### src/hw/iq_pkg.sv
package iq_pkg;

  // serial framing.
  localparam int unsigned bits_per_byte = 8;
  localparam int unsigned frame_bytes = 4;

  // one sample word is a whole frame.
  localparam int unsigned sample_w = bits_per_byte * frame_bytes;

  // counter widths, down to zero from n-1.
  localparam int unsigned bit_cnt_w = $clog2(bits_per_byte);
  localparam int unsigned byte_cnt_w = $clog2(frame_bytes);

  // i arrives first, so it sits in the upper half of the word.
  typedef struct packed {
    logic signed [sample_w/2-1:0] i;
    logic signed [sample_w/2-1:0] q;
  } iq_pair_t;

  // same word, seen raw or as an iq pair.
  typedef union packed {
    logic [sample_w-1:0] raw;
    iq_pair_t            pair;
  } iq_sample_u;

  // byte stream towards the consumer.
  typedef struct packed {
    logic [bits_per_byte-1:0] data;
    logic                     valid;
    logic                     last;
  } byte_out_t;

  // assembled sample with its strobe.
  typedef struct packed {
    iq_sample_u sample;
    logic       valid;
  } sample_out_t;

  // end conditions from the counters.
  // both are combinational and only high while shifting.
  typedef struct packed {
    logic byte_end;
    logic frame_end;
  } count_flags_t;

endpackage

### src/hw/bit_shifter.sv
module bit_shifter (
  input  logic                             clk,
  input  logic                             rst,
  input  logic                             ds_stream,
  input  logic                             shifting,
  input  logic                             byte_end,
  output logic [iq_pkg::bits_per_byte-1:0] data
);

  localparam int unsigned byte_w = iq_pkg::bits_per_byte;

  logic [byte_w-1:0] shift_q;
  logic [byte_w-1:0] shift_d;

  // msb first, new bit enters at the bottom.
  assign shift_d = {shift_q[byte_w-2:0], ds_stream};

  always_ff @(posedge clk) begin
    if (shifting) begin
      shift_q <= shift_d;
    end
  end

  // completed byte includes the bit sampled on this edge.
  always_ff @(posedge clk or posedge rst) begin
    if (rst) begin
      data <= '0;
    end else if (byte_end) begin
      data <= shift_d;
    end
  end

endmodule

### src/hw/frame_counter.sv
module frame_counter (
  input  logic                clk,
  input  logic                rst,
  input  logic                load,
  input  logic                shifting,
  output iq_pkg::count_flags_t flags
);

  localparam int unsigned bit_w = iq_pkg::bit_cnt_w;
  localparam int unsigned byte_w = iq_pkg::byte_cnt_w;

  // reload values, one less than the counts.
  localparam logic [bit_w-1:0] bit_reload = bit_w'(iq_pkg::bits_per_byte - 1);
  localparam logic [byte_w-1:0] byte_reload = byte_w'(iq_pkg::frame_bytes - 1);

  logic [bit_w-1:0]  bit_cnt_q;
  logic [byte_w-1:0] byte_cnt_q;
  logic              bit_zero;
  logic              byte_zero;

  assign bit_zero  = (bit_cnt_q == '0);
  assign byte_zero = (byte_cnt_q == '0);

  always_ff @(posedge clk or posedge rst) begin
    if (rst) begin
      bit_cnt_q  <= '0;
      byte_cnt_q <= '0;
    end else if (load) begin
      bit_cnt_q  <= bit_reload;
      byte_cnt_q <= byte_reload;
    end else if (shifting) begin
      if (bit_zero) begin
        // byte done, start the next one.
        bit_cnt_q  <= bit_reload;
        byte_cnt_q <= byte_cnt_q - 1'b1;
      end else begin
        bit_cnt_q <= bit_cnt_q - 1'b1;
      end
    end
  end

  // the eighth bit of a byte is sampled on this cycle's edge.
  always_comb begin
    flags.byte_end  = shifting && bit_zero;
    flags.frame_end = shifting && bit_zero && byte_zero;
  end

endmodule

### src/hw/frame_fsm.sv
module frame_fsm (
  input  logic                clk,
  input  logic                rst,
  input  logic                tx_tready,
  input  iq_pkg::count_flags_t flags,
  output logic                shifting,
  output logic                load,
  output logic                valid,
  output logic                last
);

  typedef enum logic [1:0] {
    st_idle     = 2'b00,
    st_shifting = 2'b01
  } state_t;

  state_t state_q;
  state_t state_d;

  always_comb begin
    state_d = state_q;
    case (state_q)
      st_idle: begin
        // ready only matters here.
        if (tx_tready) begin
          state_d = st_shifting;
        end
      end
      st_shifting: begin
        if (flags.frame_end) begin
          state_d = st_idle;
        end
      end
      default: begin
        state_d = st_idle;
      end
    endcase
  end

  always_ff @(posedge clk or posedge rst) begin
    if (rst) begin
      state_q <= st_idle;
    end else begin
      state_q <= state_d;
    end
  end

  // strobes line up with the registered byte.
  always_ff @(posedge clk or posedge rst) begin
    if (rst) begin
      valid <= 1'b0;
      last  <= 1'b0;
    end else begin
      valid <= flags.byte_end;
      last  <= flags.frame_end;
    end
  end

  assign shifting = (state_q == st_shifting);

  // start edge.
  assign load = (state_q == st_idle) && tx_tready;

endmodule

### src/hw/sample_assembler.sv
module sample_assembler (
  input  logic                clk,
  input  logic                rst,
  input  iq_pkg::byte_out_t   byte_in,
  output iq_pkg::sample_out_t sample_out
);

  localparam int unsigned byte_w = iq_pkg::bits_per_byte;
  localparam int unsigned stage_w = iq_pkg::frame_bytes * byte_w;

  logic [stage_w-1:0] stage_q;
  logic [stage_w-1:0] stage_d;
  iq_pkg::iq_sample_u sample_q;
  logic               valid_q;

  // first byte ends up in the top byte.
  assign stage_d = {stage_q[stage_w-byte_w-1:0], byte_in.data};

  always_ff @(posedge clk) begin
    if (byte_in.valid) begin
      stage_q <= stage_d;
    end
  end

  // last marks the frame boundary.
  always_ff @(posedge clk or posedge rst) begin
    if (rst) begin
      sample_q.raw <= '0;
      valid_q      <= 1'b0;
    end else begin
      valid_q <= byte_in.valid && byte_in.last;
      if (byte_in.valid && byte_in.last) begin
        sample_q.raw <= stage_d;
      end
    end
  end

  // sample holds until the next frame completes.
  assign sample_out = '{sample: sample_q, valid: valid_q};

endmodule

### src/hw/serial_iq_rx.sv
module serial_iq_rx (
  input  logic                clk,
  input  logic                rst,
  input  logic                ds_stream,
  input  logic                tx_tready,
  output iq_pkg::byte_out_t   byte_out,
  output iq_pkg::sample_out_t sample_out
);

  iq_pkg::count_flags_t count_flags;

  logic                             shifting;
  logic                             load;
  logic                             byte_valid;
  logic                             byte_last;
  logic [iq_pkg::bits_per_byte-1:0] byte_data;

  frame_counter u_counter (
    .clk      (clk),
    .rst      (rst),
    .load     (load),
    .shifting (shifting),
    .flags    (count_flags)
  );

  frame_fsm u_fsm (
    .clk       (clk),
    .rst       (rst),
    .tx_tready (tx_tready),
    .flags     (count_flags),
    .shifting  (shifting),
    .load      (load),
    .valid     (byte_valid),
    .last      (byte_last)
  );

  bit_shifter u_shifter (
    .clk       (clk),
    .rst       (rst),
    .ds_stream (ds_stream),
    .shifting  (shifting),
    .byte_end  (count_flags.byte_end),
    .data      (byte_data)
  );

  // data and strobes are registered on the same edge.
  assign byte_out = '{data: byte_data, valid: byte_valid, last: byte_last};

  sample_assembler u_assembler (
    .clk        (clk),
    .rst        (rst),
    .byte_in    (byte_out),
    .sample_out (sample_out)
  );

endmodule

### config.mk
export PLATFORM = sky130hd
export DESIGN_NAME = serial_iq_rx
export DESIGN_NICKNAME = d
export VERILOG_FILES = /design/src/hw/iq_pkg.sv /design/src/hw/bit_shifter.sv /design/src/hw/frame_counter.sv /design/src/hw/frame_fsm.sv /design/src/hw/sample_assembler.sv /design/src/hw/serial_iq_rx.sv
export SDC_FILE = /design/constraint.sdc
export NUM_CORES = 1
export LEC_CHECK = 0
export BUFFER_PORTS_ARGS = -buffer_cell sky130_fd_sc_hd__clkbuf_2
export CAP_MARGIN = 20
export CORE_MARGIN = 4
export CORE_UTILIZATION = 44
export DETAILED_ROUTE_END_ITERATION = 10
export HOLD_SLACK_MARGIN = 0.05
export PLACE_DENSITY = 0.67
export SYNTH_ARGS = -nofsm -noshare
export SYNTH_HDL_FRONTEND = slang
export SYNTH_SLANG_ARGS = --single-unit
export TNS_END_PERCENT = 50
### constraint.sdc
create_clock -name clk -period 4.7 [get_ports clk]
set_clock_uncertainty 0.2 [all_clocks]
set_input_delay 0.235 -clock clk [delete_from_list [all_inputs] [get_ports clk]]
set_output_delay 0.235 -clock clk [all_outputs]
set_load 0.02 [all_outputs]
==> summary.md <==
| Metric | Value |
|---|---|
| Yosys top cell by area | dfrtp_1 |
| R2r worst-path depth | 2 |
| Top-count cell post-synth | dfrtp_1 |
| Power density over the cells | 566.6 nW/um^2 |
| Post-CTS sizing | 0 |
| Met2 WL post-DR | 2.000 mm |
| Congestion Overflow GR | 0 |
| Startpoint Class | flip-flop |
| Seq cells post-synth | 80 |
| Share of the yosys chip area belonging to registers | 0.7545 |
| Mapped Area | 2859 sq um |
| Crit path arrival time | 2.57 ns |
| Top post-synthesis cells by area | dfrtp_1 43%, edfxtp_1 33%, mux2_2 15% |
| Clk slew on worst S/H paths | 0.08 ns |
| Switching Fraction | 0.2977 |
| Die Area | 7852 sq um |
| Critical-path cell list | nand2_2 -> mux2_2 |
| Setup Crit Path Kind | flip-flop to flip-flop |
| EDFF count, synth | 31 |
| CP endpoint kind | flip-flop |
| DRC viols | 0 |
| Synth Instances | 155 |
| Max Used Layer | met4 |
| Antenna Cells | 0 |
| Io pins | 47 |
| ANT nets after route | 0 |
| Post-route cell area | 3388 sq um |
| Row count | 29 |
| Core Box Area | 6314 sq um |
| Clock power share | 0.257 |
| Vias per cell | 4.849 |
| FF-to-FF End | u_assembler.sample_q[16] |
| Syn-to-layout area delta | 18.51% |
| Worst-margin pin slew | 1.059 ns |
| Seq. cell area | 2157 sq um |
| CTS tree | built |
| Commonest cells post-synth | 49 x dfrtp_1, 39 x mux2_2, 31 x edfxtp_1 |
| Share of cells above drive strength 1 | 0.5140 |
| Synth cell types | 22 |
| Footprint of the multi-input gates | 630.6 sq um |
| Largest net degree at the start of global routing | 50 |
| R2R Setup Slk | 2.15 ns |
| Hold/Removal Path Class | input pin to asynchronous set/reset pin |
| TNS Setup | 0 ns |
| Fmax | 0.3922 GHz |
| Status | complete, no violations |
| Width of the die | 88.61 um |
| WL/cell | 14.96 um |
| Placed cell area | 3141 sq um |
| Hold WS | 0.1193 ns |
| Post-synth top area share | 0.4289 |
| Crit-path max FO | 33 |
| Hold Buf Count CTS | 3 |
| Most used DFF post-synth | dfrtp_1 |
| Finished Core Util | 0.5367 |
| Vias | 1411 |
| Final Critical Period | 2.550 ns |
| Critical-path top delay cell | dfrtp_1 |
| Worst relative slew slack | 0.2942 |
| CTS root buf | clkbuf_8 |
| Post-Synthesis Net Count | 162 |
| Leakage | 1.621 nW |
| Number of global-route vias before repair | 1413 |
| Worst setup endpoint | u_assembler.sample_q[16] |
| Post-synth ARST share | 0.6125 |
| Clk sink count | 80 |
| Crit. Startpoint | u_fsm.valid |
| M1 wire length | 2.004 mm |
| GRT Total Usage | 0.1241 |
| Post-layout nets | 216 |
| Filler cells | 550 |
| Initial antenna violation count | 0 |
| CTS Buf Count | 9 |
| Required time of the critical path | 4.72 ns |
| Detailed-router iteration count before antenna repair | 4 |
| Placer congestion estimate | 0.7044 |
| Final hold vios | 0 |
| First-pass GRT wire length | 7.003 mm |
| Combinational Power Share | 0.199 |
| Met3 wire length | 301 um |
| Pint | 1.348 mW |
| H-tree depth | 3 |
| Final setup viols | 0 |
| Post-Route WL | 4.352 mm |
| Maxcap violations | 0 |
| RSZ-0062 raised after global routing | no |
| Die height | 88.61 um |
| Net Switching | 571.6 uW |
| Post-CTS setup repair buffer count | 0 |
| Sequential power share | 0.544 |
| Max-slew violation count | 0 |
| Clock Path Buffers | 2 |
| Syn Area/Cell | 18.45 sq um |
| Worst R2R Start | u_fsm.valid |
| Initial Util | 0.4528 |
| Final HPWL DP | 2.755 mm |
| Ys Warns | 0 |
| Final Cycle Share | 0.5425 |
| Clock latency at the later pin of the worst-skew pair | 0.34 ns |
| Crit path largest cell delay | 1.04 ns |
| Worst IR Drop VDD | 0.0003589 V |
| Initial DRC count | 87 |
| IO buf count | 46 |
## worst max-delay path: cells and delay by family, from the launching register on
family,cells,cell delay [ns]
muxes,1,0.48
and+or+nand+nor,1,0.71
DFF,1,1.04
## cells in the final DEF, fill, tap and decap left out, types with 2 or more instances in the layout
master,n
dfrtp_1,49
clkbuf_2,46
mux2_2,39
edfxtp_1,31
clkbuf_8,10
inv_1,6
nor3_1,4
ha_1,3
dlygate4sd3_1,3
a21oi_1,2
clkinv_2,2
## final cells by class
class / instances / share of cell area
flip-flops and latches: 80 / 0.6366
clock inverters: 5 / 0.01662
multi-input cells: 61 / 0.1861
well taps: 77 / 0.02843
inverters: 7 / 0.007755
clock buffers: 11 / 0.04173
repair buffers: 50 / 0.08272
## how the worst min path moves through the flow
| stage | start | to | cells after the start |
|---|---|---|---|
| final | rst | u_assembler.sample_q[19] | 3 |
| after CTS | u_shifter.shift_q[2] | u_shifter.shift_q[3] | 0 |
| after global routing | rst | u_assembler.sample_q[19] | 3 |
| after detailed placement | ds_stream | u_shifter.shift_q[0] | 1 |
| after floorplan | ds_stream | u_shifter.shift_q[0] | 0 |
| after global placement | u_assembler.stage_q[5] | u_assembler.stage_q[13] | 0 |
## state kept, by name (all words and copies together) (netlist names)
register	flops
u_fsm.last	1
u_fsm.valid	1
u_counter.bit_cnt_q	3
u_counter.byte_cnt_q	2
u_fsm.state_q	1
u_assembler.valid_q	1
u_assembler.stage_q	24
u_assembler.sample_q	32
u_shifter.shift_q	7
u_shifter.data	8
## power groups by stage
stage | Clock, mW | Combinational (mW) | Sequential, mW
final | 0.493 | 0.383 | 1.04
after global routing | 0.547 | 0.421 | 1.07
after CTS | 0.512 | 0.390 | 1.05
after detailed placement | 0 | 0.387 | 1.06
after global placement | 0 | 0.377 | 1.05
after floorplan | 0 | 0.186 | 1.11
## per-layer routing
layer  vias up  global-route usage
li1        665                   -
met1       700              0.1448
met2        41              0.1917
met3         5             0.07169
met4         0             0.04533
met5         -                   0
## cells by family after synthesis
logic type               share of synthesized area
flip-flops                                  0.7545
AO/OA/AOI/OAI                              0.01794
multiplexers                                0.1628
buffers and inverters                      0.02495
adder cells (fa/ha/maj)                    0.01313
AND/OR/NAND/NOR                            0.02670
## stage by stage
stage	worst slack, ns	total power [mW]	std cells
2_1_floorplan	2.885	1.300	155
3_3_place_gp	2.161	1.431	271
3_5_place_dp	2.075	1.450	271
4_1_cts	2.052	1.949	290
5_1_grt	1.928	2.038	291
6_report	2.150	1.920	291
(Power assumes the default switching activity.)
